===== config.mk =====
export PLATFORM = sky130hd
export DESIGN_NAME = conv5x5_top
export DESIGN_NICKNAME = d
export VERILOG_FILES = /design/src/rtl/conv_pkg.sv /design/src/rtl/kernel_regs.sv /design/src/rtl/window_shift.sv /design/src/rtl/product_stage.sv /design/src/rtl/adder_tree.sv /design/src/rtl/conv5x5_top.sv
export VERILOG_INCLUDE_DIRS = /design/src /design/src/rtl
export SDC_FILE = /design/constraint.sdc
export NUM_CORES = 2
export LEC_CHECK = 0
export BUFFER_PORTS_ARGS = -buffer_cell sky130_fd_sc_hd__buf_2
export CAP_MARGIN = 40
export CORE_MARGIN = 3
export CORE_UTILIZATION = 60
export DETAILED_ROUTE_END_ITERATION = 10
export PLACE_DENSITY = 0.76
export SLEW_MARGIN = 20
export SYNTH_ARGS = -nofsm -noshare
export SYNTH_HDL_FRONTEND = slang
export SYNTH_HIERARCHICAL = 1
export SYNTH_SLANG_ARGS = --single-unit

===== constraint.sdc =====
create_clock -name clk -period 21.3 [get_ports clk]
set_input_delay 4.26 -clock clk [delete_from_list [all_inputs] [get_ports clk]]
set_output_delay 4.26 -clock clk [all_outputs]
set_load 0.01 [all_outputs]

===== src/rtl/conv_defs.svh =====
`ifndef CONV_DEFS_SVH
`define CONV_DEFS_SVH

// kernel edge, the window is CONV_K columns of CONV_K rows.
`define CONV_K 5
`define CONV_TAPS 25

// pixels and coefficients share one width.
`define CONV_PIX_W 6

// 25 * 63 * 63 = 99225 fits in 18 bits.
`define CONV_SUM_W 18

`endif


===== src/rtl/conv_pkg.sv =====
`include "conv_defs.svh"

package conv_pkg;

  typedef logic [`CONV_PIX_W-1:0] pixel_t;
  typedef logic [`CONV_PIX_W-1:0] coef_t;

  // full 6x6 product, no truncation.
  typedef logic [2*`CONV_PIX_W-1:0] product_t;

  typedef logic [`CONV_SUM_W-1:0] sum_t;

  // row 0 in the low field.
  typedef logic [`CONV_K*`CONV_PIX_W-1:0] column_t;

  // row * 5 + col.
  typedef logic [$clog2(`CONV_TAPS)-1:0] tap_idx_t;

endpackage


===== src/rtl/kernel_regs.sv =====
`timescale 1ns/1ns
`include "conv_defs.svh"

module kernel_regs (
  input  logic                               clk,
  input  logic                               reset,
  input  logic                               kernel_we,
  input  conv_pkg::tap_idx_t                 kernel_idx,
  input  conv_pkg::coef_t                    kernel_val,
  output logic [`CONV_TAPS*`CONV_PIX_W-1:0]  kernel_flat
);

  import conv_pkg::*;

  coef_t coef_q [0:`CONV_TAPS-1];

  always_ff @(posedge clk) begin
    if (reset) begin
      for (int i = 0; i < `CONV_TAPS; i++) begin
        coef_q[i] <= '0;
      end
    end else if (kernel_we && (kernel_idx < `CONV_TAPS)) begin
      coef_q[kernel_idx] <= kernel_val; // indices 25..31 are dropped.
    end
  end

  // tap i goes to field i of the flat bus.
  always_comb begin
    for (int i = 0; i < `CONV_TAPS; i++) begin
      kernel_flat[i*`CONV_PIX_W +: `CONV_PIX_W] = coef_q[i];
    end
  end

endmodule


===== src/rtl/window_shift.sv =====
`timescale 1ns/1ns
`include "conv_defs.svh"

module window_shift (
  input  logic                               clk,
  input  logic                               reset,
  input  logic                               restart,
  input  logic                               col_valid,
  input  conv_pkg::column_t                  col_pix,
  output logic                               win_valid,
  output logic [`CONV_TAPS*`CONV_PIX_W-1:0]  win_flat
);

  import conv_pkg::*;

  column_t    col_q [0:`CONV_K-1]; // column 0 is the oldest.
  logic [2:0] fill_cnt;
  logic [2:0] base_cnt;
  logic [2:0] next_cnt;

  // restart takes effect before a column in the same cycle.
  always_comb begin
    base_cnt = restart ? 3'd0 : fill_cnt;
    if (base_cnt == 3'(`CONV_K)) begin
      next_cnt = base_cnt; // saturate.
    end else begin
      next_cnt = base_cnt + 3'd1;
    end
  end

  always_ff @(posedge clk) begin
    if (reset) begin
      fill_cnt  <= '0;
      win_valid <= 1'b0;
    end else begin
      fill_cnt  <= col_valid ? next_cnt : base_cnt;
      win_valid <= col_valid && (next_cnt == 3'(`CONV_K));
    end
  end

  always_ff @(posedge clk) begin
    if (col_valid) begin
      for (int c = 0; c < `CONV_K-1; c++) begin
        col_q[c] <= col_q[c+1];
      end
      col_q[`CONV_K-1] <= col_pix;
    end
  end

  // transpose columns into the row-major tap order.
  always_comb begin
    for (int r = 0; r < `CONV_K; r++) begin
      for (int c = 0; c < `CONV_K; c++) begin
        win_flat[(r*`CONV_K+c)*`CONV_PIX_W +: `CONV_PIX_W] =
          col_q[c][r*`CONV_PIX_W +: `CONV_PIX_W];
      end
    end
  end

endmodule


===== src/rtl/product_stage.sv =====
`timescale 1ns/1ns
`include "conv_defs.svh"

module product_stage (
  input  logic                                 clk,
  input  logic                                 reset,
  input  logic                                 win_valid,
  input  logic [`CONV_TAPS*`CONV_PIX_W-1:0]    win_flat,
  input  logic [`CONV_TAPS*`CONV_PIX_W-1:0]    kernel_flat,
  output logic                                 prod_valid,
  output logic [`CONV_TAPS*2*`CONV_PIX_W-1:0]  prod_flat
);

  import conv_pkg::*;

  localparam int PROD_W = 2*`CONV_PIX_W;

  product_t prod_d [0:`CONV_TAPS-1];

  // add the pixel, shifted by each set coefficient bit.
  function automatic product_t shift_add(pixel_t a, coef_t b);
    product_t acc;
    acc = '0;
    for (int i = 0; i < `CONV_PIX_W; i++) begin
      if (b[i]) begin
        acc = acc + (product_t'(a) << i);
      end
    end
    return acc;
  endfunction

  always_comb begin
    for (int t = 0; t < `CONV_TAPS; t++) begin
      prod_d[t] = shift_add(win_flat[t*`CONV_PIX_W +: `CONV_PIX_W],
                            kernel_flat[t*`CONV_PIX_W +: `CONV_PIX_W]);
    end
  end

  always_ff @(posedge clk) begin
    if (win_valid) begin
      for (int t = 0; t < `CONV_TAPS; t++) begin
        prod_flat[t*PROD_W +: PROD_W] <= prod_d[t];
      end
    end
  end

  always_ff @(posedge clk) begin
    if (reset) begin
      prod_valid <= 1'b0;
    end else begin
      prod_valid <= win_valid;
    end
  end

endmodule


===== src/rtl/adder_tree.sv =====
`timescale 1ns/1ns
`include "conv_defs.svh"

module adder_tree (
  input  logic                                 clk,
  input  logic                                 reset,
  input  logic                                 prod_valid,
  input  logic [`CONV_TAPS*2*`CONV_PIX_W-1:0]  prod_flat,
  output logic                                 out_valid,
  output conv_pkg::sum_t                       out_data
);

  import conv_pkg::*;

  localparam int PROD_W = 2*`CONV_PIX_W;

  sum_t     part_d [0:`CONV_K-1];
  sum_t     part_q [0:`CONV_K-1]; // one partial per kernel row.
  sum_t     total_d;
  product_t prod_t;
  logic     part_valid;

  // first level, five products per row.
  always_comb begin
    for (int g = 0; g < `CONV_K; g++) begin
      part_d[g] = '0;
      for (int j = 0; j < `CONV_K; j++) begin
        prod_t    = prod_flat[(g*`CONV_K+j)*PROD_W +: PROD_W];
        part_d[g] = part_d[g] + sum_t'(prod_t);
      end
    end
  end

  always_ff @(posedge clk) begin
    if (prod_valid) begin
      for (int g = 0; g < `CONV_K; g++) begin
        part_q[g] <= part_d[g];
      end
    end
  end

  // second level.
  always_comb begin
    total_d = '0;
    for (int g = 0; g < `CONV_K; g++) begin
      total_d = total_d + part_q[g];
    end
  end

  always_ff @(posedge clk) begin
    if (part_valid) begin
      out_data <= total_d;
    end
  end

  always_ff @(posedge clk) begin
    if (reset) begin
      part_valid <= 1'b0;
      out_valid  <= 1'b0;
    end else begin
      part_valid <= prod_valid;
      out_valid  <= part_valid;
    end
  end

endmodule


===== src/rtl/conv5x5_top.sv =====
`timescale 1ns/1ns
`include "conv_defs.svh"

module conv5x5_top (
  input  logic                clk,
  input  logic                reset,
  input  logic                kernel_we,
  input  conv_pkg::tap_idx_t  kernel_idx,
  input  conv_pkg::coef_t     kernel_val,
  input  logic                restart,
  input  logic                col_valid,
  input  conv_pkg::column_t   col_pix,
  output logic                out_valid,
  output conv_pkg::sum_t      out_data
);

  logic [`CONV_TAPS*`CONV_PIX_W-1:0]   kernel_flat;
  logic [`CONV_TAPS*`CONV_PIX_W-1:0]   win_flat;
  logic                                win_valid;
  logic [`CONV_TAPS*2*`CONV_PIX_W-1:0] prod_flat;
  logic                                prod_valid;

  kernel_regs u_kernel_regs (
    .clk         (clk),
    .reset       (reset),
    .kernel_we   (kernel_we),
    .kernel_idx  (kernel_idx),
    .kernel_val  (kernel_val),
    .kernel_flat (kernel_flat)
  );

  // window register, then product, then two adder levels.
  window_shift u_window_shift (
    .clk       (clk),
    .reset     (reset),
    .restart   (restart),
    .col_valid (col_valid),
    .col_pix   (col_pix),
    .win_valid (win_valid),
    .win_flat  (win_flat)
  );

  product_stage u_product_stage (
    .clk         (clk),
    .reset       (reset),
    .win_valid   (win_valid),
    .win_flat    (win_flat),
    .kernel_flat (kernel_flat),
    .prod_valid  (prod_valid),
    .prod_flat   (prod_flat)
  );

  adder_tree u_adder_tree (
    .clk        (clk),
    .reset      (reset),
    .prod_valid (prod_valid),
    .prod_flat  (prod_flat),
    .out_valid  (out_valid),
    .out_data   (out_data)
  );

endmodule


### Word-level counts from Yosys, hierarchy flattened

Memories as Yosys holds them, arrays and structs flattened.
Index checks and enable logic that the tools add are counted.

| storage, ports and cells | value |
|---|---|
| memory bits (writable) | 390 |
| word-level logic and storage cells | 331 |
| output and inout bits | 19 |
| register bits after elaboration | 325 |
| bits of input ports | 46 |
| memories | 3 |

Memory list:

| name | depth | bits a word | read ports | clocked after memory_dff | wr ports | line | source |
|---|---|---|---|---|---|---|---|
| u_kernel_regs.coef_q | 25 | 6 | 25 | 0 | 25 | kernel_regs.sv:15 | `` coef_t coef_q [0:`CONV_TAPS-1]; `` |
| u_window_shift.col_q | 5 | 30 | 5 | 0 | 5 | window_shift.sv:16 | `` column_t col_q [0:`CONV_K-1]; `` |
| u_adder_tree.part_q | 5 | 18 | 5 | 0 | 5 | adder_tree.sv:18 | `` sum_t part_q [0:`CONV_K-1]; `` |

| cells by class | value |
|---|---|
| mux-type cells | 165 |
| magnitude comparators | 1 |
| eq/ne operators | 2 |
| $add $sub $neg | 150 |
| reductions and logical operators | 3 |

Operators by type and width:

| cell | number |
|---|---|
| 12-bit two-way mux | 125 |
| 12-bit by 10-bit adder with 12-bit output | 25 |
| 12-bit by 11-bit adder with 12-bit output | 25 |
| 12-bit by 7-bit adder with 12-bit output | 25 |
| 12-bit by 8-bit adder with 12-bit output | 25 |
| 12-bit by 9-bit adder with 12-bit output | 25 |
| 18-bit by 12-bit adder with 18-bit output | 15 |
| 6-bit two-way mux | 26 |
| 18-bit adder | 4 |
| 12-bit by 12-bit adder with 13-bit output | 5 |
| 1-bit two-way mux | 10 |
| 3-bit two-way mux | 3 |
| 3-bit equality test (second input constant) | 2 |
| 6-bit OR reduction | 1 |
| 5-bit < comparator (second input constant) | 1 |
| 5-bit two-way mux | 1 |
| 3-bit by 1-bit adder with 3-bit output (second input constant) | 1 |
| 1-bit logical AND | 2 |

### Longest topological paths before layout

An unclocked memory read counts as a cell.

| logic depth | value |
|---|---|
| depth in word-level cells | 12 |
| gate-level depth with buffers | 35 |
| depth with buffers taken out | 34 |

### Cells and area by module

The synthesis kept the hierarchy.

Modules (own cells, without submodules):

| module | cells each | seq. area each (µm²) | instances | area each (µm²) |
|---|---|---|---|---|
| product_stage | 5745 | 9028.7 | 1 | 47758.3 |
| adder_tree | 1197 | 2832.7 | 1 | 12523.3 |
| kernel_regs | 401 | 4504.3 | 1 | 5849.4 |
| window_shift | 175 | 4584.4 | 1 | 4728.3 |

### Least setup slack after synthesis

OpenSTA, ideal clock, no wires.

| path | value |
|---|---|
| kind | flip-flop to flip-flop |
| from | reg u_window_shift.win_valid |
| to | reg u_product_stage.prod_flat[0] (enable) |
| arrival time | 6.861 ns |
| setup time | 0.692 ns |
| setup slack | 13.747 ns |
| period minus slack after synthesis | 7.553 ns |
| cell stages (with the launch flop) | 1 |
| data required time | 20.608 ns |
| path buffers | 0 |
| cells stage by stage | dfxtp_1 |

RTL lines:

| element | line | source |
|---|---|---|
| from (decl) | window_shift.sv:10 | `output logic win_valid,` |
| from (signal assigned) | window_shift.sv:37 | `` win_valid <= col_valid && (next_cnt == 3'(`CONV_K)); `` |
| to (signal, indexed assignment) | product_stage.sv:42 | `prod_flat[t*PROD_W +: PROD_W] <= prod_d[t];` |
| to (decl) | product_stage.sv:11 | `` output logic [`CONV_TAPS*2*`CONV_PIX_W-1:0] prod_flat `` |

No word-level cell between the ends.

==> run_results.csv <==
group,metric,value,unit
placement,dp_slack,14.11,ns
finish,fillers,9215,
finish,final_util,64.6,%
timing,max_slew_margin,32.4,%
pwr,total_power,5.49,mW
global_route,grtUsageTotal,29.1,%
worst_setup_path,max_stage_delay,0.64,ns
pwr,power_density,72.8,nW/um2
worst_setup_path,criticalPathCategory,"reg -> reg",
finish,layout.nets,8665,
clocking,cts_resized,0,
synth,ys_seq_elements,700,
worst_setup_path,cp_slowest_cell,"edfxtp_1",
global_route,grt_pass1_vias,55000,
clocking,root_buffer,"clkbuf_16",
run_status,outcome,"completed",
detailed_routing,final_antenna_net_count,0,
synth,synth_nets,8679,
global_route,overflow,0,
synth,syn_area_per_cell,9.43,um2
timing,slew_viol_final,0,
placement,portBuffers,64,
clocking,path_clk_slew,0.06,ns
synth,synth_top_area_share,29.4,%
timing,post-route-worst-setup-slack,13.94,ns
floorplanning,coreArea,117000,um2
timing,grt_setup_unrepaired,"no",
worst_setup_path,cpLargestDelayFamily,"compound AO/OA/AOI/OAI gates",
synth,syn_inst,7518,
worst_setup_path,crit_top_cell,"ha_1",
min_path,min_path_type,"reg -> reg",
clocking,numCtsBuffers,81,
flow_run,drv_cap,0,
global_route,grt_pass1_wl,288000,um
floorplanning,start_util,60.7,%
worst_setup_path,critical_path_required,21.69,ns
clocking,clock_sinks,700,
synth,synth_flop_cell,"edfxtp_1",
placement,dp_hpwl,135000,um
worst_setup_path,worstPathArrival,7.75,ns
worst_setup_path,end_kind,"flop",
clocking,worstSkewPairLatency,0.66,ns
pwr,ir_drop,0.0000660,V
timing,finalCritPeriodShare,34.5,%
floorplanning,die_h,350,um
timing,fin_skew,0.0224,ns
detailed_routing,drc,0,
synth,yosysSeqAreaShare,29.6,%
floorplanning,ios,65,
global_route,grt_max_degree,69,
synth,yosysWarningCount,6,
detailed_routing,wire_per_inst,19.8,um
placement,place.gp.congestion,0.922,
timing,fin_setup_tns,0,ns
clocking,cts.path.max_buffers,3,
detailed_routing,viasPerCell,6.24,
worst_setup_path,start_kind,"flop",
synth,synth_edf_count,693,
detailed_routing,drtIter0Drc,4741,
detailed_routing,num_vias,56800,
floorplanning,dieArea,122000,um2
global_route,antenna_found_initial,4,
detailed_routing,wirelength,180000,um
floorplanning,dieWidth,350,um
worst_setup_path,crit_path_max_fanout,9,
timing,worst_pin_slew,0.989,ns
timing,fmax,136,MHz
clocking,hold_buffers,0,
synth,yosys.cell_types.count,110,
clocking,cts_tree,"yes",
timing,finalHoldViolCount,0,
worst_setup_path,worst-path-buf-inv,2,
finish,layout-drive-gt1-share,7.47,%
synth,syn_area,70900,um2
synth,synth_area_leaders,"edfxtp_1, ha_1, fa_1",
synth,synth.largest_area_cell,"edfxtp_1",
finish,area_growth_syn_to_layout,6.38,%
floorplanning,rows,125,
timing,setup_violations,0,
clocking,h-tree-depth,3,
synth,synthArstFlopShare,0,%
timing,fin_crit,7.36,ns
clocking,post-cts-setup-buffer-count,0,
detailed_routing,dr.pass1.iters,5,
pwr,power_leakage,31.8,nW
[synthesized netlist by cell type, drive strengths merged, types with 75 or more instances]
| master | n |
|---|---|
| xor2 | 139 |
| o21ai | 424 |
| fa | 295 |
| a21o | 203 |
| ha | 820 |
| nor2 | 441 |
| a21oi | 524 |
| o21a | 192 |
| edfxtp | 693 |
| clkbuf | 152 |
| inv | 822 |
| nand2 | 495 |
| nor3 | 237 |
| mux2 | 191 |
| nor2b | 179 |
| and2 | 96 |
| xnor2 | 261 |
| a31oi | 75 |
[cell usage in the layout (no fill, tap or decap), drive strengths merged, types with 55 or more instances in the layout]
cell type	synthesis	layout
inv	822	835
ha	820	820
edfxtp	693	693
a21oi	524	524
nand2	495	495
nor2	441	441
o21ai	424	424
fa	295	295
xnor2	261	261
nor3	237	237
a21o	203	203
o21a	192	192
mux2	191	191
nor2b	179	179
xor2	139	139
and2	96	96
buf	35	90
clkbuf	152	84
a31oi	75	75
or3	73	73
clkinv	38	73
mux2i	69	69
nand3	67	67
a211oi	66	66
a21boi	63	63
o21bai	63	63
o31ai	58	58
nand3b	55	55
nor3b	55	55
a31o	55	55
[final cells by class]
type | count | area [um2] | share of cell area (%)
inverters | 860 | 3230 | 4.28
well taps | 1524 | 1910 | 2.53
clock buffers | 84 | 2040 | 2.70
clock inverters | 62 | 646 | 0.856
multi-input cells | 5771 | 45900 | 60.9
flip-flops and latches | 700 | 21000 | 27.8
repair buffers | 90 | 684 | 0.908
diodes | 3 | 7.51 | 0.00996
[worst reg2reg max path: cells and delay by family (launching register included)]
| family | cells | cell delay [ns] |
|---|---|---|
| AOI/OAI and AO/OA | 12 | 2.54 |
| xor gates and xnor gates | 2 | 0.39 |
| adders and majority gates | 6 | 1.84 |
| buffers and inverters | 2 | 0.17 |
| DFF | 1 | 0.64 |
| muxes | 1 | 0.26 |
| and+or+nand+nor | 6 | 1.25 |
[through the flow]
step,area (um2),instances,hold slack [ns]
finish,75400,9094,0.537
global placement,72500,8935,0.523
detailed placement,72600,8940,0.535
global route,75400,9093,0.565
floorplan,70900,7518,0.489
CTS,75200,9086,0.534
[worst paths after layout]
path | from | endpoint | slack [ns] | cells after the start
max | u_window_shift/col_q[2][13]$_DFFE_PP_ | u_product_stage/prod_flat[154]$_DFFE_PP_ | 13.94 | 29
min | u_window_shift/fill_cnt[2]$_SDFF_PP0_ | u_window_shift/win_valid$_SDFF_PP0_ | 0.54 | 1
max reg2reg | u_window_shift/col_q[2][13]$_DFFE_PP_ | u_product_stage/prod_flat[154]$_DFFE_PP_ | 13.94 | 29
min reg2reg | u_window_shift/fill_cnt[2]$_SDFF_PP0_ | u_window_shift/win_valid$_SDFF_PP0_ | 0.54 | 1
[kinds of logic (layout without fill, tap and decap cells)]
kind of cell,Yosys count,in the layout,share of synthesized area (%)
compound gates,2070,2070,19.3
simple gates,1925,1925,13.7
fa+ha+maj,1116,1116,22.8
buf+inv,1047,1096,5.65
flops,700,700,29.6
xor+xnor,400,400,4.94
mux,260,260,4.01
other cells,0,3,0
[power by group]
part	leakage (nW)	switching [mW]	internal [mW]	total (mW)
clock network	1.31	0.597	0.834	1.43
registers	6.51	0.119	1.61	1.73
logic	24.0	1.26	1.07	2.33
total	31.8	1.97	3.51	5.49
[registers in the layout, summed over array words and instances, names as in the netlist]
name,count
u_adder_tree/out_data,18
u_adder_tree/out_valid,1
u_adder_tree/part_q,75
u_adder_tree/part_valid,1
u_kernel_regs/coef_q,150
u_product_stage/prod_flat,300
u_product_stage/prod_valid,1
u_window_shift/col_q,150
u_window_shift/fill_cnt,3
u_window_shift/win_valid,1
[per-layer routing]
| metal | GRT usage [%] | share of wire, % | vias to the layer above |
|---|---|---|---|
| met5 | 0 | 0 | - |
| met4 | 8.78 | 3.2 | 0 |
| met3 | 3.22 | 6.3 | 327 |
| met2 | 49.2 | 47 | 1791 |
| met1 | 39.7 | 43 | 27400 |
| li1 | - | - | 27200 |
Note: power is estimated with default switching activity, not from simulation.
